### config.mk
export PLATFORM = sky130hd
export DESIGN_NAME = addressPath
export DESIGN_NICKNAME = d
export VERILOG_FILES = /design/src/hdl/pdp8Pkg.sv /design/src/hdl/addressPath.sv
export VERILOG_INCLUDE_DIRS = /design/src /design/src/include
export SDC_FILE = /design/constraint.sdc
export NUM_CORES = 1
export LEC_CHECK = 0
export ABC_AREA = 1
export BUFFER_PORTS_ARGS = -buffer_cell sky130_fd_sc_hd__buf_2
export CAP_MARGIN = 20
export CORE_MARGIN = 2
export CORE_UTILIZATION = 51
export DETAILED_ROUTE_END_ITERATION = 10
export PLACE_DENSITY = 0.8
export SLEW_MARGIN = 20
export SYNTH_ARGS = -nofsm -noshare
export SYNTH_HDL_FRONTEND = slang
export SYNTH_SLANG_ARGS = --single-unit
export TNS_END_PERCENT = 10
### constraint.sdc
create_clock -name clk -period 1.5 [get_ports clk]
set_clock_uncertainty 0.1 [all_clocks]
set_input_delay 0.225 -clock clk [delete_from_list [all_inputs] [get_ports clk]]
set_output_delay 0.225 -clock clk [all_outputs]
set_load 0.02 [all_outputs]
### src/include/pdp8_consts.svh
////////////////////////////////////////////////////////////////////////////
// PDP-8 mini CPU constants
// Word, memory and page sizes plus the auto-index window
////////////////////////////////////////////////////////////////////////////
`ifndef PDP8_CONSTS_SVH
`define PDP8_CONSTS_SVH

// Data and address words are the same width
`define PDP8_WORD_W 12

// Full 4K field, no extended memory
`define PDP8_MEM_WORDS 4096

// Offset inside a 128-word page
`define PDP8_OFFSET_W 7

// Locations that step on every indirect reference
`define PDP8_AUTO_LO 12'o0010
`define PDP8_AUTO_HI 12'o0017

`endif

### src/hdl/pdp8Pkg.sv
////////////////////////////////////////////////////////////////////////////
// PDP-8 mini CPU types
// Major states, opcodes, decoded instruction and per-cycle strobes
////////////////////////////////////////////////////////////////////////////
package pdp8Pkg;

  typedef enum logic [2:0] {
    stIdle, stFetch, stDefer, stAutoInc, stExec, stExec2
  } majorState;

  // Order matches IR[11:9]
  typedef enum logic [2:0] {
    opAnd, opTad, opIsz, opDca, opJms, opJmp, opIot, opOpr
  } opcode;

  typedef enum logic [1:0] {
    srcAc, srcPcPlus, srcIncData
  } memSource;

  typedef struct packed {
    opcode op;
    logic  indirect;
    logic  autoIndex;
    logic  oprGroup2;
    logic  halt;
  } instrInfo;

  // OPR micro-operations, group 1 and group 2 bits already separated
  typedef struct packed {
    logic cla;
    logic cll;
    logic cma;
    logic cml;
    logic iac;
    logic rar;
    logic ral;
    logic twice;
    logic sma;
    logic sza;
    logic snl;
    logic reverse;
    logic osr;
  } oprMicro;

  typedef struct packed {
    logic     irLoad;
    logic     pcInc;
    logic     pcLoadEa;
    logic     pcSkip;
    logic     maLoad;
    logic     maFromData;
    logic     maIncWrite;
    logic     memWrite;
    memSource memSrc;
    logic     acLoad;
    logic     linkLoad;
    logic     jmsStore;
    // Front-panel cycle, PC addresses memory and switches are the data
    logic     panel;
  } ctlStrobes;

endpackage

### src/hdl/addressPath.sv
////////////////////////////////////////////////////////////////////////////
// Address path
// PC, IR and memory address register, effective address and the
// memory-data incrementer used by ISZ and auto-index
////////////////////////////////////////////////////////////////////////////
`timescale 1ns/1ns
`include "pdp8_consts.svh"

module addressPath import pdp8Pkg::*; (
  input  logic                    clk,
  input  logic                    arstN,
  input  ctlStrobes               strobes,
  input  logic [`PDP8_WORD_W-1:0] readData,
  input  logic [`PDP8_WORD_W-1:0] switchReg,
  output logic [`PDP8_WORD_W-1:0] ir,
  output logic [`PDP8_WORD_W-1:0] memAddr,
  output logic [`PDP8_WORD_W-1:0] incData,
  output logic                    incZero,
  output logic [`PDP8_WORD_W-1:0] pc
);

  localparam int W   = `PDP8_WORD_W;
  localparam int OFF = `PDP8_OFFSET_W;

  logic [W-1:0]     irReg;
  logic [W-1:0]     maReg;
  logic [W-OFF-1:0] eaPage;
  logic [W-1:0]     directEa;

  // Fetch bypass so decode sees the new instruction in its own cycle
  assign ir = strobes.irLoad ? readData : irReg;

  // Page of the instruction itself, PC still points at it during fetch
  assign eaPage   = ir[OFF] ? pc[W-1:OFF] : '0;
  assign directEa = {eaPage, ir[OFF-1:0]};

  assign memAddr = (strobes.irLoad || strobes.panel) ? pc : maReg;

  assign incData = readData + 1'b1;
  assign incZero = (incData == '0);

  always_ff @(posedge clk or negedge arstN) begin
    if (!arstN) begin
      pc <= '0;
    end else if (strobes.pcLoadEa) begin
      pc <= strobes.panel ? switchReg : maReg;
    end else if (strobes.jmsStore) begin
      // Subroutine body starts after the return slot
      pc <= maReg + 1'b1;
    end else if (strobes.pcInc || strobes.pcSkip) begin
      pc <= pc + 1'b1;
    end
  end

  always_ff @(posedge clk or negedge arstN) begin
    if (!arstN) begin
      irReg <= '0;
      maReg <= '0;
    end else begin
      if (strobes.irLoad) irReg <= readData;
      if (strobes.maLoad) begin
        maReg <= directEa;
      end else if (strobes.maFromData) begin
        maReg <= readData;
      end else if (strobes.maIncWrite) begin
        maReg <= incData;
      end
    end
  end

endmodule

# Yosys cells after proc, flatten, opt, wreduce, memory -nomap -nowiden
# Cells that the tools add are included.
classes:
  n_reduce_logical: 5
  add_sub_neg: 3
  n_mux: 10
op_table:
  columns: ["operator", "count"]
  rows:
  - ["12-bit two-way mux", 9]
  - ["12-bit by 1-bit adder with 12-bit output (second input constant)", 3]
  - ["12-bit zero test", 1]
  - ["3-bit nonzero test", 2]
  - ["5-bit two-way mux", 1]
  - ["1-bit logical OR", 2]
totals:
  register_bits: 36
  output_inout_bits: 49
  in_bits: 40
  word_cells: 21

# Longest topological paths before layout
# Gate-level depths: netlist of the first run.
depth:
  depth_word: 4
  ltp_mapped: 10
  depth_no_buf: 10

# Worst setup path before layout of the first run
# OpenSTA, ideal clock, no wires.
synth_path:
  kind: "in2out"
  from: "input port readData[0]"
  to: "output port incZero"
  required_time_ns: 1.175
  cell_stages: 8
  arrival_time_ns: 1.421
  path_buffers: 0
  setup_slack_ns: -0.246
  path_cell_list: "ha_1 nand3_2 nor2_1 xor2_1 inv_1 nor2_1 nand2_1 nor2_1"
synth_between:
  elab_chain_cells: 2
synth_rtl:
  columns: ["item", "line", "rtl"]
  rows:
  - ["start: declaration", "addressPath.sv:13", "input logic [`PDP8_WORD_W-1:0] readData,"]
  - ["12-bit by 1-bit adder with 12-bit output", "addressPath.sv:39", "assign incData = readData + 1'b1;"]
  - ["net incData[6]", "addressPath.sv:17", "output logic [`PDP8_WORD_W-1:0] incData,"]
  - ["12-bit zero test", "addressPath.sv:40", "assign incZero = (incData == '0);"]
  - ["end: declaration", "addressPath.sv:18", "output logic incZero,"]
# The timed path passes the listed nets, and every way through them passes these cells.

# Final worst setup path of the first run
layout_path:
  from: "input port readData[3]"
  to: "output port incZero"
layout_between:
  elab_chain_cells: 2
layout_rtl:
  columns: ["item", "line"]
  rows:
  - ["12-bit by 1-bit adder with 12-bit output", "addressPath.sv:39"]
  - ["12-bit zero test", "addressPath.sv:40"]
# No other way between the ends.

==> impl_metrics.py, run 1 <==
metrics = {
    "run_status": {
        "status": "finished, violations left",
        "failed_checks": "setup timing",
    },
    "floorplan": {
        "io_pins": 89,
        "core_area_mm2": 0.005140,
        "rows": 26,
        "die_area_mm2": 0.005928,
        "die_h_um": 77.00,
        "dieWidth_um": 77.00,
        "start_util_pct": 52.87,
    },
    "placed_design": {
        "gp_congestion": 0.9607,
        "io_buffers": 83,
        "dp_cells": 606,
        "hpwl_mm": 6.437,
        "dp_worst_setup_slack_ps": -326.9,
    },
    "route": {
        "routedWlPerCell_um": 14.27,
        "drt-total-wl_mm": 8.806,
        "viasPerCell": 5.266,
        "dr_total_vias": 3249,
        "dr.first_iter.drc_count": 279,
        "drt_first_pass_iters": 5,
        "drc": 0,
        "ant_nets": 0,
    },
    "pwr": {
        "pwr_density_cell_mw_per_mm2": 827.2,
        "p_leak_nw": 2.049,
        "peakVddDrop_mv": 0.5028,
    },
    "logic_synthesis": {
        "synth_most_common_cell": "nand2_1",
        "synth_commonest_cells": "nand2_1 (86), nor2_1 (60), inv_1 (57)",
        "netlist.area_leader.share_pct": 33.15,
        "synth_seq_area_share_pct": 33.15,
        "synth_edf_count": 0,
        "synth_cell_types": 29,
        "synth-seq-cells": 36,
        "synth_nets": 451,
        "synth_area_mm2": 0.002718,
        "synth-main-ff-cell": "dfrtp_1",
        "syn_area_per_cell_um2": 6.661,
        "synth.area.top_cells": "dfrtp_1 (33%), nand2_1 (12%), nor2_1 (8.3%)",
        "yosysTopAreaCell": "dfrtp_1",
        "async_reset_ff_share_pct": 100.0,
        "yosys_warnings": 0,
        "postSynthCellCount": 408,
    },
    "cts": {
        "htree_levels": 2,
        "cts.clk_slew.worst_paths_ps": 80,
        "cts.sinks": 36,
        "root_buffer": "clkbuf_8",
        "cts_max_path_buffers": 2,
        "worstSkewPairLatency_ps": 300,
        "cts-buffers-inserted": 5,
        "cts_tree": "yes",
    },
    "grt": {
        "met2_usage_pct": 52.28,
        "first_global_vias": 3119,
        "grt.total_usage_pct": 30.26,
        "use_met1_pct": 38.04,
        "antenna_found_initial": 0,
        "grt-ovfl-total": 0,
        "grt_pass1_wl_mm": 14.35,
        "groute.layer.met3.usage_pct": 5.882,
        "top_usage_layer": "met2",
        "grt_max_degree": 37,
    },
    "timing": {
        "setup-violations-final": 14,
        "max-slew-margin-rel_pct": 71.59,
        "timing.final.ws_setup_ps": -204.8,
        "finalCritPeriodShare_pct": 113.7,
        "holdWs_ps": 139.7,
        "period_needed_ps": 1705,
        "final_hold_viol_count": 0,
        "rsz0062_at_grt": "true",
        "drv_slew": 0,
        "worstMarginPinSlew_ps": 425.2,
        "fmax_mhz": 586.6,
        "finalSetupTns_ps": -919.6,
    },
    "setup_path": {
        "slowest_stage": "nor2_2",
        "max_stage_delay_ps": 200,
        "cp_cell_sequence": "buf_2, nand2_1, nor2_2, nand2_2, xor2_2, nor2_1, nand2_1, nor2_4, buf_6",
        "start_kind": "input pin",
        "cp.arrival_ps": 1380,
        "reg2regPathDepth": 9,
        "crit_fanout": 3,
        "end_kind": "primary output",
        "crit_buf_inv": 2,
        "path_delay_family": "simple AND/OR/NAND/NOR gates",
        "required_ps": 1170,
        "path_class": "input pin to primary output",
        "worst-path-stages": 9,
        "cp_common_cell": "nand2_1",
    },
    "worst_hold_path": {
        "hold_path_class": "input pin to flop",
        "min_path_cells": 3,
    },
    "layout": {
        "diodes": 0,
        "instances_no_fill": 617,
        "fin_nets": 590,
        "layout-area-overhead-vs-synth_pct": 49.82,
        "drive_above_1_share_pct": 40.40,
        "fin_util_pct": 79.21,
    },
    "run": {
        "cap_viol_max_count": 0,
    },
}
==> area by class of cell <==
type	instances	area (um2)
sequential	36	902.1
multi-input combinational	298	1758
tap	70	87.58
fill	366	1069
clock buffer	7	96.34
inverter	57	214.0
timing repair buffer	149	1013
==> path summary, 6_finish.rpt <==
path / from / endpoint / slack [ps]
worst max-delay path: readData[3] / incZero / -200
worst min-delay path: switchReg[1] / pc[1]$_DFFE_PN0P_ / 140
worst max register to register: pc[0]$_DFFE_PN0P_ / pc[8]$_DFFE_PN0P_ / -110
worst min register to register: pc[5]$_DFFE_PN0P_ / pc[5]$_DFFE_PN0P_ / 420
max in group asynchronous: arstN / irReg[8]$_DFF_PN0_ / 780
min in group asynchronous: arstN / pc[4]$_DFFE_PN0P_ / 310
==> cells in the final DEF, fill, tap and decap left out, types with 2 or more instances in the layout <==
cell,instances
inv_1,52
inv_2,5
nor2_2,3
nand3_4,3
o211ai_1,6
nand2_1,81
a21oi_2,7
buf_2,70
o21ai_1,11
a21oi_1,27
nand2_4,2
nand4_1,2
nor3_2,3
xor2_2,6
o21ai_2,3
dfrtp_1,35
nand3_1,15
buf_4,68
o21ai_0,32
nand3_2,5
o21ai_4,4
ha_4,2
clkbuf_8,7
a31oi_1,4
mux2_2,2
xor2_1,2
nor2_1,54
nor2_4,7
buf_12,3
o221ai_1,2
buf_6,6
nand2_2,11
==> power by group <==
group	leakage [nW]	internal [mW]	switching (mW)
sequential	0.419	1.09	0.0839
clock	0.0503	0.410	0.378
combinational	1.58	0.566	0.842
total	2.05	2.06	1.30
==> kinds of logic (layout without fill, tap and decap cells) <==
family	Yosys count	after routing	share of synthesized area, %
compound gates	97	97	20.35
xor+xnor	9	9	2.901
fa+ha+maj	3	3	1.381
buf+inv	74	213	11.19
flops	36	36	33.15
mux	2	2	0.8287
simple gates	187	187	30.20
==> worst reg2reg max path, cell delays in order, from the launching register on <==
cell and delay (ps):
dfrtp_2 400, inv_2 60, o21ai_4 190, ha_4 180, nand3_4 100, nor2_4 160
nand2_1 60, nand2_1 70, nand3_2 70, a21oi_2 140
==> repair_timing <==
action,4_1_cts,5_1_grt
hold buffers,1,0
setup buffers,1,2
endpoints found under the setup margin,24,32
pin swaps,7,6
hold endpoints to repair,36,0
resized for setup,31,30
==> metrics by stage <==
| step | instance area [um2] | total power [mW] |
|---|---|---|
| global route | 4071 | 3.554 |
| detailed placement | 3742 | 2.464 |
| floorplan | 2826 | 1.923 |
| finish | 4071 | 3.368 |
| global placement | 3742 | 2.428 |
| CTS | 3964 | 3.267 |
==> sequential cells by signal (all words and copies together), names as in the netlist <==
name / cells
irReg: 12
maReg: 12
pc: 12
==> per-layer routing <==
layer | wire length [um] | part of all wire (%) | vias up
met5 | 0 | 0 | -
met3 | 642 | 7.3 | 18
li1 | - | - | 1581
met2 | 4215 | 48 | 147
met1 | 3769 | 43 | 1503
met4 | 179 | 2.0 | 0
Note: power is estimated with default switching activity, not from simulation.
==> run 2: changes to the inputs <==
Settings changed: ABC_AREA 1 to default, CORE_UTILIZATION 51 to 52, PLACE_DENSITY 0.8 to 0.81.
==> run 2 against run 1 <==
  * The run still ends with setup timing left
  * Die area increased by 3.7%
  * Core utilization decreased by 0.93 points
  * Maximum frequency decreased by 6.7%
  * Final cell count decreased by 12%
  * Flip-flop and latch count unchanged
  * Sequential power about the same
==> impl_metrics.py, run 2 <==
metrics = {
    "timing": {
        "finalCritPeriodShare_pct": 121.8,
        "max-slew-margin-rel_pct": 69.44,
        "final_hold_viol_count": 0,
        "timing.final.ws_setup_ps": -327.0,
        "rsz0062_at_grt": "true",
        "fmax_mhz": 547.4,
        "setup-violations-final": 24,
        "holdWs_ps": 148.2,
        "drv_slew": 0,
        "worstMarginPinSlew_ps": 458.4,
        "period_needed_ps": 1827,
    },
    "setup_path": {
        "rr_endpoint": "pc[11]$_DFFE_PN0P_",
        "path_class": "input pin to primary output",
        "r2r_slack_ps": -110,
        "r2r-start": "pc[4]$_DFFE_PN0P_",
        "required_ps": 1170,
        "cp.arrival_ps": 1500,
        "crit_buf_inv": 3,
        "end_kind": "primary output",
        "start_kind": "input pin",
        "cp-startpoint": "readData[1]",
        "worst-path-stages": 8,
        "cp_cell_sequence": "buf_8, buf_6, nand4_1, nor3_2, and4_1, nor3_2, nor4_4, buf_4",
        "cp_common_cell": "nor3_2",
        "slowest_stage": "nor4_4",
        "max_stage_delay_ps": 270,
        "crit_fanout": 4,
        "path_delay_family": "simple AND/OR/NAND/NOR gates",
        "reg2regPathDepth": 5,
        "crit_path_end": "incZero",
    },
    "grt": {
        "grt_max_degree": 21,
        "antenna_found_initial": 0,
        "first_global_vias": 3001,
        "grt_pass1_wl_mm": 14.46,
        "grt.total_usage_pct": 29.51,
        "grt-ovfl-total": 0,
    },
    "logic_synthesis": {
        "netlist.area_leader.share_pct": 31.29,
        "synthAdderAreaFrac_pct": 1.304,
        "synth-compound-area-share_pct": 20.08,
        "synth_seq_area_share_pct": 31.29,
        "synth_xor_area_share_pct": 5.476,
        "synth_most_common_cell": "dfrtp_1",
        "syn_area_per_cell_um2": 8.886,
        "synth.area.mux_share_pct": 17.21,
        "synth_top_family_by_area": "compound AO/OA/AOI/OAI gates",
        "synth_area_mm2": 0.002879,
        "postSynthCellCount": 324,
        "yosysTopAreaCell": "dfrtp_1",
        "yosys_warnings": 0,
        "synth-main-ff-cell": "dfrtp_1",
        "synth_commonest_cells": "dfrtp_1 (36), nand2_1 (31), mux2_2 (28)",
        "synth-seq-cells": 36,
        "async_reset_ff_share_pct": 100.0,
        "synth.area.top_cells": "dfrtp_1 (31%), mux2_2 (11%), mux2i_1 (6.3%)",
        "synth_nets": 367,
        "synth_cell_types": 58,
        "synth-simple-area-share_pct": 19.56,
        "synth_edf_count": 0,
    },
    "layout": {
        "final_cell_mix": "buf_4 (78), buf_2 (68), dfrtp_1 (32), nand2_1 (30), mux2_2 (24)",
        "final_common_cell": "buf_4",
        "fin_nets": 511,
        "drive_above_1_share_pct": 50.53,
        "layout-area-overhead-vs-synth_pct": 47.89,
        "largestRegisters": "irReg (12), maReg (12), pc (12)",
        "instances_no_fill": 541,
        "diodes": 0,
    },
    "placed_design": {
        "io_buffers": 83,
        "hpwl_mm": 6.670,
        "dp_cells": 526,
        "gp_congestion": 0.9821,
    },
    "cts": {
        "root_buffer": "clkbuf_8",
        "cts.clk_slew.worst_paths_ps": 90,
        "cts-buffers-inserted": 5,
        "worstSkewPairLatency_ps": 290,
        "cts_max_path_buffers": 2,
        "cts.sinks": 36,
        "htree_levels": 2,
        "cts_tree": "yes",
    },
    "run_status": {
        "failed_checks": "setup timing",
        "status": "finished, violations left",
    },
    "floorplan": {
        "start_util_pct": 52.93,
        "dieWidth_um": 78.41,
        "core_area_mm2": 0.005439,
        "rows": 27,
        "die_h_um": 78.41,
        "io_pins": 89,
        "die_area_mm2": 0.006148,
    },
    "pwr": {
        "peakVddDrop_mv": 0.5265,
        "pwr_density_cell_mw_per_mm2": 837.6,
        "p_leak_nw": 1.963,
    },
    "route": {
        "dr_total_vias": 3178,
        "routedWlPerCell_um": 16.96,
        "viasPerCell": 5.874,
        "drc": 0,
        "ant_nets": 0,
        "drt-total-wl_mm": 9.174,
        "dr.first_iter.drc_count": 158,
        "drt_first_pass_iters": 4,
    },
    "run": {
        "cap_viol_max_count": 0,
    },
    "worst_hold_path": {
        "hold_path_class": "input pin to flop",
    },
}
==> run 2: final cells by class <==
class / count / area [um2]
multi-input combinational: 257 / 2007
fill: 381 / 1181
timing repair buffer: 163 / 1129
sequential: 36 / 905.9
tap: 72 / 90.09
clock buffer: 6 / 72.57
clock inverter: 2 / 35.03
inverter: 5 / 18.77
==> run 2: worst min-delay path by stage <==
stage	cells past startpoint	from	endpoint
finish	2	strobes[11]	pc[10]$_DFFE_PN0P_
global route	2	strobes[11]	pc[10]$_DFFE_PN0P_
CTS	2	strobes[11]	pc[10]$_DFFE_PN0P_
detailed placement	1	arstN	pc[3]$_DFFE_PN0P_
global placement	1	arstN	pc[3]$_DFFE_PN0P_
floorplan	0	arstN	irReg[0]$_DFF_PN0_
==> run 2: layer usage <==
metal | GRT usage (%) | share of wire [%] | vias to the layer above
met4 | 10.35 | 2.2 | 0
met3 | 4.138 | 5.8 | 19
li1 | - | - | 1491
met1 | 37.46 | 42 | 1524
met2 | 51.47 | 50 | 144
met5 | 0 | 0 | -
==> run 2: kinds of logic (layout without fill, tap and decap cells) <==
group / after synthesis / in the layout
buf+inv: 31 / 176
xor+xnor: 18 / 18
fa+ha+maj: 3 / 3
mux: 46 / 46
compound gates: 82 / 82
simple gates: 108 / 108
flops: 36 / 36
==> run 2: repair_timing <==
item	in CTS	in global routing
buffers inserted	4	2
setup endpoints to repair	26	32
gates resized for setup	37	23
hold endpoints to repair	16	0
hold buffers	1	0
cloned	0	0
pin swaps	19	0
==> run 2: where the power goes <==
group	internal (mW)	switching, mW	total [mW]
clock	0.494	0.378	0.872
sequential	1.09	0.100	1.19
combinational	0.689	0.815	1.50
==> run 2: metrics by stage <==
step	utilization, %	total power, mW	setup TNS, ps	setup slack, ps	area [um2]
CTS	76.67	3.498	-1722	-261.3	4170
global route	78.28	3.728	-3325	-407.1	4258
detailed placement	71.18	2.591	-4967	-425.9	3871
global placement	71.18	2.550	-4294	-424.6	3871
floorplan	-	2.022	-1597	-324.9	2964
finish	78.28	3.566	-2007	-327.0	4258
