[src/include/pdp8_consts.svh]
////////////////////////////////////////////////////////////////////////////
// PDP-8 mini CPU constants
// Word, memory and page sizes plus the auto-index window
////////////////////////////////////////////////////////////////////////////
`ifndef PDP8_CONSTS_SVH
`define PDP8_CONSTS_SVH

// Data and address words are the same width
`define PDP8_WORD_W 12

// Full 4K field, no extended memory
`define PDP8_MEM_WORDS 4096

// Offset inside a 128-word page
`define PDP8_OFFSET_W 7

// Locations that step on every indirect reference
`define PDP8_AUTO_LO 12'o0010
`define PDP8_AUTO_HI 12'o0017

`endif

[src/hdl/pdp8Pkg.sv]
////////////////////////////////////////////////////////////////////////////
// PDP-8 mini CPU types
// Major states, opcodes, decoded instruction and per-cycle strobes
////////////////////////////////////////////////////////////////////////////
package pdp8Pkg;

  typedef enum logic [2:0] {
    stIdle, stFetch, stDefer, stAutoInc, stExec, stExec2
  } majorState;

  // Order matches IR[11:9]
  typedef enum logic [2:0] {
    opAnd, opTad, opIsz, opDca, opJms, opJmp, opIot, opOpr
  } opcode;

  typedef enum logic [1:0] {
    srcAc, srcPcPlus, srcIncData
  } memSource;

  typedef struct packed {
    opcode op;
    logic  indirect;
    logic  autoIndex;
    logic  oprGroup2;
    logic  halt;
  } instrInfo;

  // OPR micro-operations, group 1 and group 2 bits already separated
  typedef struct packed {
    logic cla;
    logic cll;
    logic cma;
    logic cml;
    logic iac;
    logic rar;
    logic ral;
    logic twice;
    logic sma;
    logic sza;
    logic snl;
    logic reverse;
    logic osr;
  } oprMicro;

  typedef struct packed {
    logic     irLoad;
    logic     pcInc;
    logic     pcLoadEa;
    logic     pcSkip;
    logic     maLoad;
    logic     maFromData;
    logic     maIncWrite;
    logic     memWrite;
    memSource memSrc;
    logic     acLoad;
    logic     linkLoad;
    logic     jmsStore;
    // Front-panel cycle, PC addresses memory and switches are the data
    logic     panel;
  } ctlStrobes;

endpackage

[src/hdl/majorStateSequencer.sv]
////////////////////////////////////////////////////////////////////////////
// Major-state sequencer
// Run flip-flop and the fetch/defer/auto-index/execute cycle order
////////////////////////////////////////////////////////////////////////////
`timescale 1ns/1ns

module majorStateSequencer import pdp8Pkg::*; (
  input  logic      clk,
  input  logic      arstN,
  input  logic      start,
  input  instrInfo  info,
  output majorState state,
  output logic      running
);

  majorState nextState;
  logic      startRun;
  logic      haltNow;

  assign startRun = (state == stIdle) && start && !running;
  assign haltNow  = (state == stExec) && info.halt;

  always_comb begin
    nextState = state;
    case (state)
      stIdle:    if (startRun) nextState = stFetch;
      // Decode already sees the word being fetched
      stFetch: begin
        if (!info.indirect)     nextState = stExec;
        else if (info.autoIndex) nextState = stAutoInc;
        else                     nextState = stDefer;
      end
      stDefer:   nextState = stExec;
      stAutoInc: nextState = stExec;
      stExec: begin
        if (info.op == opIsz) nextState = stExec2;
        else if (haltNow)     nextState = stIdle;
        else                  nextState = stFetch;
      end
      stExec2:   nextState = stFetch;
      default:   nextState = stIdle;
    endcase
  end

  always_ff @(posedge clk or negedge arstN) begin
    if (!arstN) begin
      state   <= stIdle;
      running <= 1'b0;
    end else begin
      state <= nextState;
      if (startRun) begin
        running <= 1'b1;
      end else if (haltNow) begin
        running <= 1'b0;
      end
    end
  end

  aStateLegal: assert property (@(posedge clk) disable iff (!arstN)
    !$isunknown(state) && state inside {stIdle, stFetch, stDefer, stAutoInc, stExec, stExec2})
    else $error("major state out of range");

  // Any non-idle cycle belongs to a running program
  aRunOnly: assert property (@(posedge clk) disable iff (!arstN)
    (state != stIdle) |-> running)
    else $error("sequencer active while halted");

endmodule

[config.mk]
export PLATFORM = sky130hd
export DESIGN_NAME = majorStateSequencer
export DESIGN_NICKNAME = d
export VERILOG_FILES = /design/src/include/pdp8_consts.svh /design/src/hdl/pdp8Pkg.sv /design/src/hdl/majorStateSequencer.sv
export SDC_FILE = /design/constraint.sdc
export NUM_CORES = 1
export LEC_CHECK = 0
export BUFFER_PORTS_ARGS = -buffer_cell sky130_fd_sc_hd__buf_2
export CAP_MARGIN = 20
export CORE_AREA = 4 4 41 43
export DETAILED_ROUTE_END_ITERATION = 7
export DIE_AREA = 0 0 45 47
export PLACE_DENSITY = 0.33
export SLEW_MARGIN = 25
export SYNTH_ARGS = -nofsm -noshare
export SYNTH_HDL_FRONTEND = slang
export SYNTH_SLANG_ARGS = --single-unit
[constraint.sdc]
create_clock -name clk -period 1.3 [get_ports clk]
set_input_delay 0.065 -clock clk [delete_from_list [all_inputs] [get_ports clk]]
set_output_delay 0.065 -clock clk [all_outputs]
set_load 0.02 [all_outputs]
==> Word level (Yosys, flattened, before mapping) <==
Cells that the tools add are included.
{ "word_totals": {"reg_bits": 4, "input_bits": 10} }
{ "classes": {"n_eq_ne": 7, "n_mux": 8, "reduce_logical": 7} }
{ "op_table": {"columns": ["cell", "count"], "rows": [
  ["$pmux W3 S5", 1],
  ["$eq A3 B2 Y1 const B", 3],
  ["$mux W3", 3],
  ["$eq A3 B3 Y1 const B", 2],
  ["$mux W1", 4],
  ["$eq A3 B1 Y1 const B", 1],
  ["$logic_and A1 B1 Y1", 3],
  ["$logic_not A3 Y1", 1],
  ["$ne A2 B2 Y1 const B", 1],
  ["$reduce_bool A2 Y1", 1],
  ["$reduce_or A2 Y1", 1],
  ["$logic_not A1 Y1", 1]
]} }

==> Logic depth before layout (Yosys ltp) <==
Gate-level depths: netlist of the first run.
{ "logic_depth": {"ltp_word": 5, "mapped_depth": 3} }

==> Worst setup path after synthesis of the first run <==
OpenSTA, ideal clock, no wires.
{ "synth_timing": {"kind": "register -> register", "start": "register state[0]", "end": "register state[0]", "arrival_ps": 899, "slack_ps": 267, "path_stages_with_launch": 4, "n_path_buf": 0, "path_cell_list": "dfrtp_1 -> nor3b_2 -> a311oi_1 -> nor3_1"} }
{ "synth_between": {"elab_chain_len": 5, "word_cells_on_any_way": 14, "classes_between": "eq/ne: 6; mux: 3; reduce/logical: 5"} }
{ "synth_rtl": {"columns": ["item", "line", "source"], "rows": [
  ["from (decl)", "majorStateSequencer.sv:12", "output majorState state,"],
  ["from (signal assigned)", "majorStateSequencer.sv:47", "state <= stIdle;"],
  ["from (signal assigned)", "majorStateSequencer.sv:50", "state <= nextState;"],
  ["$eq A3 B3 Y1", "majorStateSequencer.sv:21, majorStateSequencer.sv:25", null],
  ["$logic_and A1 B1 Y1", "majorStateSequencer.sv:21", "assign haltNow = (state == stExec) && info.halt;"],
  ["$mux W1", "majorStateSequencer.sv:37", "else if (haltNow) nextState = stIdle;"],
  ["$mux W3", "majorStateSequencer.sv:36", "if (info.op == opIsz) nextState = stExec2;"],
  ["$pmux W3 S5", "majorStateSequencer.sv:25", "case (state)"]
]} }
Several ways; a longest one is shown, not always the timed one.
A chain may end at the register's enable or synchronous reset.

==> Worst setup path in the final report of the first run <==
Same ends and word-level chain as after synthesis.

==> results_dict.tcl, run 1 <==
set metrics [dict create \
    status "finished, final reports clean" \
    reg2regPathDepth 3 \
    post-route-period-util_pct 77.3 \
    drive_gt1_share_pct 44.4 \
    yosysWarnings 0 \
    htreeDepth 1 \
    synth.mux.area_fraction_pct 0 \
    final_core_util_pct 23.3 \
    async_reset_ff_share_pct 100 \
    clock.fmax_mhz 995 \
    holdCritPathClass "in2reg" \
    die_y_um 47 \
    power.share.clock_pct 26.8 \
    rows 13 \
    nets 48 \
    cap_violations 0 \
    dieWidth_um 45 \
    start_kind "flip-flop" \
    insertedDiodeCount 0 \
    p_leak_nw 0.146 \
    yosysTopAreaCell "dfrtp_1" \
    synth-xor-area-share_pct 0 \
    p_sw_w 0.000212 \
    hold_end "state[1]" \
    synth-simple-area-share_pct 28.8 \
    hold_start "info[3]" \
    grt_usage_pct 5.32 \
    ir_worst_vdd_mv 0.563 \
    numPlacedInstances 47 \
    fin_setup_tns_ns 0 \
    worstReg2RegEnd "state[0]" \
    finalCriticalPeriod_ns 1.00 \
    grt-ovfl-total 0 \
    synth_area_per_cell_um2 9.57 \
    p_sw_share_pct 38.3 \
    wire_per_inst_um 9.63 \
    slew_headroom_pct 83.3 \
    p_comb_share_pct 33.2 \
    yosysUniqueCellTypes 12 \
    finalHoldViolCount 0 \
    syn_area_um2 191 \
    grt_pass1_vias 199 \
    synthTopCellsByArea "dfrtp_1 (52%), nor3_1 (7.8%), nor3b_2 (6.5%)" \
    required_ns 1.43 \
    first_iter_violations 3 \
    synth_top_family_by_area "simple AND/OR/NAND/NOR gates" \
    grt_pass1_wl_um 745 \
    synthAdderAreaFrac_pct 0 \
    final_max_slew_viol_count 0 \
    cp_cell_sequence "nor3b_2 -> a311oi_1 -> nor3_1" \
    postRouteAntennaNets 0 \
    grt_max_degree 8 \
    antenna_found_initial 0 \
    crit_path_end_kind "flip-flop" \
    synth-compound-area-share_pct 17.0 \
    synthCells 20 \
    r2r_slack_ns 0.30 \
    tightest_slew_ns 0.250 \
    routed_via_density 3.98 \
    finalSetupViolations 0 \
    insertion_delay_ns 0.23 \
    cts_inserted_buffers 3 \
    slowest_stage "dfrtp_1" \
    regToRegStartpoint "state[0]" \
    synth_edf_count 0 \
    yosysSeqAreaShare_pct 52.3 \
    postCtsSetupBuffers 0 \
    cts_root_buf "clkbuf_4" \
    drtPass1Iterations 2 \
    synthTopCellsByCount "dfrtp_1 (4), nand2_1 (3), nor3_1 (3)" \
    ioPinCount 14 \
    area_growth_pct 58.2 \
    coreArea_um2 1300 \
    cts_tree "built" \
    synth_top_area_share_pct 52.3 \
    setup_ws_ns 0.295 \
    crit_fanout 7 \
    hpwlAfterDp_um 425 \
    skew_ns 0.00612 \
    p_total_w 0.000552 \
    min_path_cells 3 \
    clkSlewWorstSetupHoldPaths_ns 0.03 \
    p_seq_share_pct 40.0 \
    path_class "reg2reg" \
    synth-main-ff-cell "dfrtp_1" \
    worstPathArrival_ns 1.14 \
    syn-num-nets 30 \
    vias 203 \
    io_buffers 12 \
    layoutNonFillerInstCount 51 \
    rsz0062_at_grt "false" \
    synth_seq_cells 4 \
    cts.sinks 4 \
    start_util_pct 14.7 \
    power.density_nw_per_um2 1820 \
    dp_slack_ns 0.279 \
    drc 0 \
    wirelength_um 491 \
    synth_most_common_cell "dfrtp_1" \
    p_int_w 0.000341 \
    cts_buffer_depth 2 \
    dieArea_um2 2120 \
    gp_congestion 0.661 \
    slowest_delay_ns 0.44 \
]
-- sequential cells by signal (all words and copies together), names as in the netlist --
name     cells
running      1
state        3
-- metrics by stage --
| step | area [um2] | hold slack (ns) |
|---|---|---|
| after global placement | 270 | -0.128 |
| after global routing | 303 | 0.102 |
| after CTS | 303 | 0.0843 |
| final | 303 | 0.0903 |
| after detailed placement | 270 | -0.127 |
| after floorplan | 191 | -0.231 |
-- layer usage --
metal / routed length, um / global-route usage, % / vias up
met5: 0 / 0 / -
met4: 0 / 7.02 / 0
met3: 77 / 2.30 / 0
met2: 226 / 7.06 / 8
met1: 187 / 5.53 / 87
li1: - / - / 108
-- cell type report --
class / count / area [um2]
tap: 15 / 18.8
fill: 157 / 998
clock buffer: 3 / 22.5
inverter: 1 / 3.75
timing repair buffer: 13 / 70.1
multi-input combinational: 15 / 87.6
sequential: 4 / 100
-- logic make-up (layout without fill, tap and decap cells) --
family / after synthesis / after routing
AOI/OAI and AO/OA: 5 / 5
buffers and inverters: 1 / 17
DFF: 4 / 4
and+or+nand+nor: 10 / 10
-- critical path, delay by kind of cell (launching register included) --
family,cells,cell delay (ns)
DFF,1,0.44
and+or+nand+nor,2,0.40
AOI/OAI and AO/OA,1,0.07
-- power by group through the flow --
stage | Clock [W] | Combinational, W | Sequential, W
after floorplan | 0 | 0.0000659 | 0.000264
after global placement | 0 | 0.000187 | 0.000225
after detailed placement | 0 | 0.000187 | 0.000223
after CTS | 0.000161 | 0.000190 | 0.000221
after global routing | 0.000169 | 0.000209 | 0.000231
final | 0.000148 | 0.000183 | 0.000221
-- repair_timing --
action	4_1_cts	5_1_grt
endpoints found under the hold margin	4	0
gates resized for setup	0	0
hold buffers	1	0
-- worst max-delay path by stage --
stage                         from        to  slack [ns]  depth (start not counted)
after floorplan           state[0]  state[0]        0.27                          3
after global placement    state[0]  state[0]        0.28                          3
after detailed placement  state[0]  state[0]        0.28                          3
after CTS                 state[0]  state[0]        0.28                          3
after global routing      state[0]  state[0]        0.22                          3
final                     state[0]  state[0]        0.30                          3
-- placed cells by master, fill, tap and decap left out, types with 2 or more instances in the layout --
cell type  count
buf_2         12
dfrtp_1        4
nand2_1        3
nor3_1         3
clkbuf_4       3
a21oi_1        2
Note: power is estimated with default switching activity, not from simulation.
==> inputs of run 2 (changes only) <==
Clock period 1.3 ns to 0.95 ns, I/O delays scaled along.
==> run 2 against run 1 <==
Compared with the run above: cell count increased by 5.9%; count of clock-buffer cells in the layout stayed put; register-to-register slack worse by 0.28 ns; worst hold slack got worse by 0.012 ns; critical path depth is the same; core utilization is 3.7 points higher; global-route usage up 0.63 points; power grew 62%; flip-flop and latch count stayed put; sequential share of layout area down 3.5 points; sequential power up 40%; non-clock buffer count rose by 3; highest routed layer unchanged.
==> results_dict.tcl, run 2 (synthesized netlist as in run 1, its figures left out) <==
set metrics [dict create \
    status "finished, final reports clean" \
    nets 51 \
    cts_root_buf "clkbuf_4" \
    vias 212 \
    regToRegStartpoint "state[0]" \
    rsz0062_at_grt "true" \
    worstPathArrival_ns 1.07 \
    insertedDiodeCount 0 \
    clkSlewWorstSetupHoldPaths_ns 0.03 \
    htreeDepth 1 \
    grt_pass1_wl_um 862 \
    crit_fanout 6 \
    worstSetupEndpoint "state[0]" \
    fin_hold_ws_ns 0.0779 \
    finalHoldViolCount 0 \
    ioPinCount 14 \
    start_util_pct 14.7 \
    required_ns 1.09 \
    gp_congestion 0.682 \
    crit_path_end_kind "flip-flop" \
    r2r_slack_ns 0.02 \
    dieArea_um2 2120 \
    fill_cells 147 \
    drc 0 \
    place_area_um2 295 \
    cts_inserted_buffers 3 \
    reg2regPathDepth 3 \
    finalSetupViolations 0 \
    die_y_um 47 \
    postCtsSetupBuffers 0 \
    p_sw_w 0.000327 \
    reg.largest.list "state x3, running x1" \
    antenna_found_initial 0 \
    p_int_w 0.000565 \
    worstReg2RegEnd "state[0]" \
    largest_reg_flops 3 \
    post-route-period-util_pct 98.1 \
    wirelength_um 579 \
    holdCritPathClass "in2reg" \
    drtPass1Iterations 1 \
    slew_headroom_pct 84.0 \
    p_total_w 0.000892 \
    tightest_slew_ns 0.240 \
    cts_buffer_depth 2 \
    first_iter_violations 0 \
    postRouteAntennaNets 0 \
    p_seq_share_pct 34.7 \
    path_class "reg2reg" \
    area_growth_pct 83.7 \
    dieWidth_um 45 \
    grt_max_degree 8 \
    largest_register "state" \
    p_leak_nw 0.164 \
    final_max_slew_viol_count 0 \
    crit_path_start "state[0]" \
    ir_worst_vdd_mv 0.705 \
    cts_tree "built" \
    skew_ns 0.00196 \
    grt_usage_pct 5.95 \
    cts.sinks 4 \
    p_comb_share_pct 42.3 \
    grt_pass1_vias 227 \
    wire_per_inst_um 10.7 \
    fin_setup_tns_ns 0 \
    layout_commonest_cell "buf_2" \
    io_buffers 12 \
    rows 13 \
    p_sw_share_pct 36.7 \
    finalCriticalPeriod_ns 0.932 \
    start_kind "flip-flop" \
    coreArea_um2 1300 \
    fin_area_um2 352 \
    power.share.clock_pct 23.0 \
    power.density_nw_per_um2 2540 \
    final_cell_mix "buf_2 (10), buf_6 (4)" \
    drive_gt1_share_pct 59.0 \
    insertion_delay_ns 0.23 \
    clock.fmax_mhz 1070 \
    grt-ovfl-total 0 \
    cap_violations 0 \
    routed_via_density 3.93 \
]
run 2: cell types whose count changed in the layout (fill, tap and decap cells not counted), sizes merged:
cell | previous run | this run
buf | 12 | 15
run 2: power by group through the flow:
stage | Clock, W | Combinational, W | Sequential (W)
final | 0.000205 | 0.000378 | 0.000310
after global routing | 0.000230 | 0.000410 | 0.000321
after CTS | 0.000219 | 0.000369 | 0.000299
after detailed placement | 0 | 0.000321 | 0.000298
after global placement | 0 | 0.000323 | 0.000302
after floorplan | 0 | 0.0000903 | 0.000367
run 2: worst max-delay path, stage by stage (launching register included):
cell and delay, ns:
dfrtp_2 0.44, nor3b_2 0.16, a311oi_1 0.06, nor3_1 0.18
run 2: repair_timing:
action / 4_1_cts / 5_1_grt
hold endpoints to repair: 4 / 0
hold buffers: 1 / 0
resized for setup: 5 / 4
pin swaps: 3 / 1
setup endpoints to repair: 3 / 5
gates cloned: 0 / 0
run 2: how the worst min path moves through the flow:
stage                       start  endpoint  slack, ns  cells past startpoint
final                     info[3]  state[1]       0.08                      3
after floorplan             arstN   running      -0.25                      0
after detailed placement    arstN  state[2]      -0.14                      1
after CTS                 info[3]  state[1]       0.06                      3
after global placement      arstN  state[2]      -0.15                      1
after global routing      info[3]  state[1]       0.08                      3
run 2: cell type report:
class,instances,area [um2],area share [%]
Timing Repair Buffer,16,113,32.0
Clock buffer,3,22.5,6.41
Tap cell,15,18.8,5.34
Multi-Input combinational cell,15,90.1,25.6
Inverter,1,3.75,1.07
Sequential cell,4,104,29.5
run 2: per-stage QoR:
stage / utilization (%) / cells / setup slack [ns]
after floorplan: - / 20 / 0.000571
after global placement: 22.7 / 50 / -0.0519
after detailed placement: 22.7 / 50 / -0.00972
after CTS: 26.4 / 54 / -0.00562
after global routing: 27.0 / 54 / -0.0408
final: 27.0 / 54 / 0.0177
run 2: per-layer routing:
layer / GRT usage (%) / routed length (um) / vias up
li1: - / - / 111
met1: 6.22 / 224 / 92
met2: 8.47 / 283 / 9
met3: 2.30 / 71 / 0
met4: 7.02 / 0 / 0
met5: 0 / 0 / -
==> inputs of run 3 (changes only) <==
Settings changed: RECOVER_POWER set to 50.
==> run 3 against run 2 <==
Compared with the run above: via count stayed put; worst hold slack about the same; non-clock buffer count unchanged; power hardly changed; worst setup slack did not move; register-to-register slack barely moved; critical path type unchanged; largest cell class unchanged.
==> results_dict.tcl, run 3 (synthesized netlist as in run 1, its figures left out) <==
set metrics [dict create \
    dieWidth_um 45 \
    setup_ws_ns 0.0177 \
    crit_fanout 6 \
    insertedDiodeCount 0 \
    start_util_pct 14.7 \
    cpLargestDelayFamily "flip-flops" \
    io_buffers 12 \
    crit_path_end_kind "flip-flop" \
    place_area_um2 295 \
    ioPinCount 14 \
    required_ns 1.09 \
    holdCritPathClass "in2reg" \
    area_growth_pct 83.0 \
    fill_cells 147 \
    vias 212 \
    power.density_nw_per_um2 2550 \
    layoutNonFillerInstCount 54 \
    gp_congestion 0.682 \
    path_class "reg2reg" \
    p_leak_nw 0.162 \
    cts_buffer_depth 2 \
    crit_path_start "state[0]" \
    path_buf_inv 0 \
    final_max_slew_viol_count 0 \
    status "finished, final reports clean" \
    grt_max_degree 8 \
    insertion_delay_ns 0.23 \
    grt_pass1_vias 227 \
    drive_gt1_share_pct 56.4 \
    final_cell_mix "buf_2 (9), buf_6 (4)" \
    cap_violations 0 \
    worstSetupEndpoint "state[0]" \
    clkSlewWorstSetupHoldPaths_ns 0.03 \
    finalHoldViolCount 0 \
    wire_per_inst_um 10.7 \
    rsz0062_at_grt "true" \
    reg.largest.list "state x3, running x1" \
    grt_usage_pct 5.95 \
    nets 51 \
    start_kind "flip-flop" \
    grt_pass1_wl_um 862 \
    clock.fmax_mhz 1070 \
    drtPass1Iterations 1 \
    drc 0 \
    skew_ns 0.00196 \
    cts_tree "built" \
    antenna_found_initial 0 \
    rows 13 \
    cts_inserted_buffers 3 \
    postCtsSetupBuffers 0 \
    finalCriticalPeriod_ns 0.932 \
    die_y_um 47 \
    seqCellArea_um2 104 \
    worstPathArrival_ns 1.07 \
    cts_root_buf "clkbuf_4" \
    htreeDepth 1 \
    dp_slack_ns -0.00972 \
    slowest_delay_ns 0.44 \
    reg2regPathDepth 3 \
    postRouteAntennaNets 0 \
    worstReg2RegEnd "state[0]" \
    regToRegStartpoint "state[0]" \
    ir_worst_vdd_mv 0.705 \
    largest_register "state" \
    grt-ovfl-total 0 \
    coreArea_um2 1300 \
    wirelength_um 579 \
    numPlacedInstances 50 \
    layout_commonest_cell "buf_2" \
    dieArea_um2 2120 \
    tightest_slew_ns 0.240 \
    largest_reg_flops 3 \
    first_iter_violations 0 \
    finalSetupViolations 0 \
    cts.sinks 4 \
    fin_area_um2 350 \
    multi_input_area_um2 90.1 \
    cp_cell_sequence "nor3b_2 -> a311oi_1 -> nor3_1" \
    slew_headroom_pct 84.0 \
    r2r_slack_ns 0.02 \
    slowest_stage "dfrtp_2" \
    post-route-period-util_pct 98.1 \
    routed_via_density 3.93 \
    fin_hold_ws_ns 0.0779 \
    cp.depth 3 \
]
## run 3: changes by cell type in the layout (fill, tap and decap cells not counted), sizes merged
cell and delta:
clkbuf +1, buf -1
## run 3: cell type report
| type | count | share of cell area (%) |
|---|---|---|
| clock buffers | 3 | 6.43 |
| flip-flops and latches | 4 | 29.6 |
| multi-input cells | 15 | 25.7 |
| inverters | 1 | 1.07 |
| well taps | 15 | 5.36 |
| repair buffers | 16 | 31.8 |
## run 3: worst min path at each step
stage / depth (start not counted) / startpoint / to / slack (ns)
2_1_floorplan: 0 / arstN / running / -0.25
5_1_grt: 3 / info[3] / state[1] / 0.08
4_1_cts: 3 / info[3] / state[1] / 0.06
6_report: 3 / info[3] / state[1] / 0.08
3_3_place_gp: 1 / arstN / state[2] / -0.15
3_5_place_dp: 1 / arstN / state[2] / -0.14
## run 3: tightest hold or removal path: cells and delay by family
family / cells / cell delay, ns
buf+inv: 1 / 0.11
simple gates: 2 / 0.10
## run 3: repair_timing
| action | 4_1_cts | 5_1_grt |
|---|---|---|
| hold endpoints to repair | 4 | 0 |
| resized for setup | 5 | 4 |
| endpoints found under the setup margin | 3 | 5 |
| hold buffers | 1 | 0 |
| pin swaps | 3 | 1 |
## run 3: stage by stage
stage           TNS, ns  power, W  utilization, %
2_1_floorplan         0  0.000458               -
3_3_place_gp    -0.0519  0.000624            22.7
3_5_place_dp   -0.00972  0.000620            22.7
4_1_cts        -0.00562  0.000887            26.4
5_1_grt         -0.0851  0.000960            26.9
6_report              0  0.000892            26.9
## run 3: metal layers
layer  GRT usage, %  up-vias  wire (um)
met5              0        -          0
met2           8.47        9        283
met1           6.22       92        224
met4           7.02        0          0
met3           2.30        0         71
li1               -      111          -
## run 3: power by group
group,switching [W],internal (W),leakage [nW],total (W)
registers,0.0000759,0.000234,0.0461,0.000310
logic,0.000188,0.000189,0.102,0.000377
clock network,0.0000639,0.000141,0.0138,0.000205
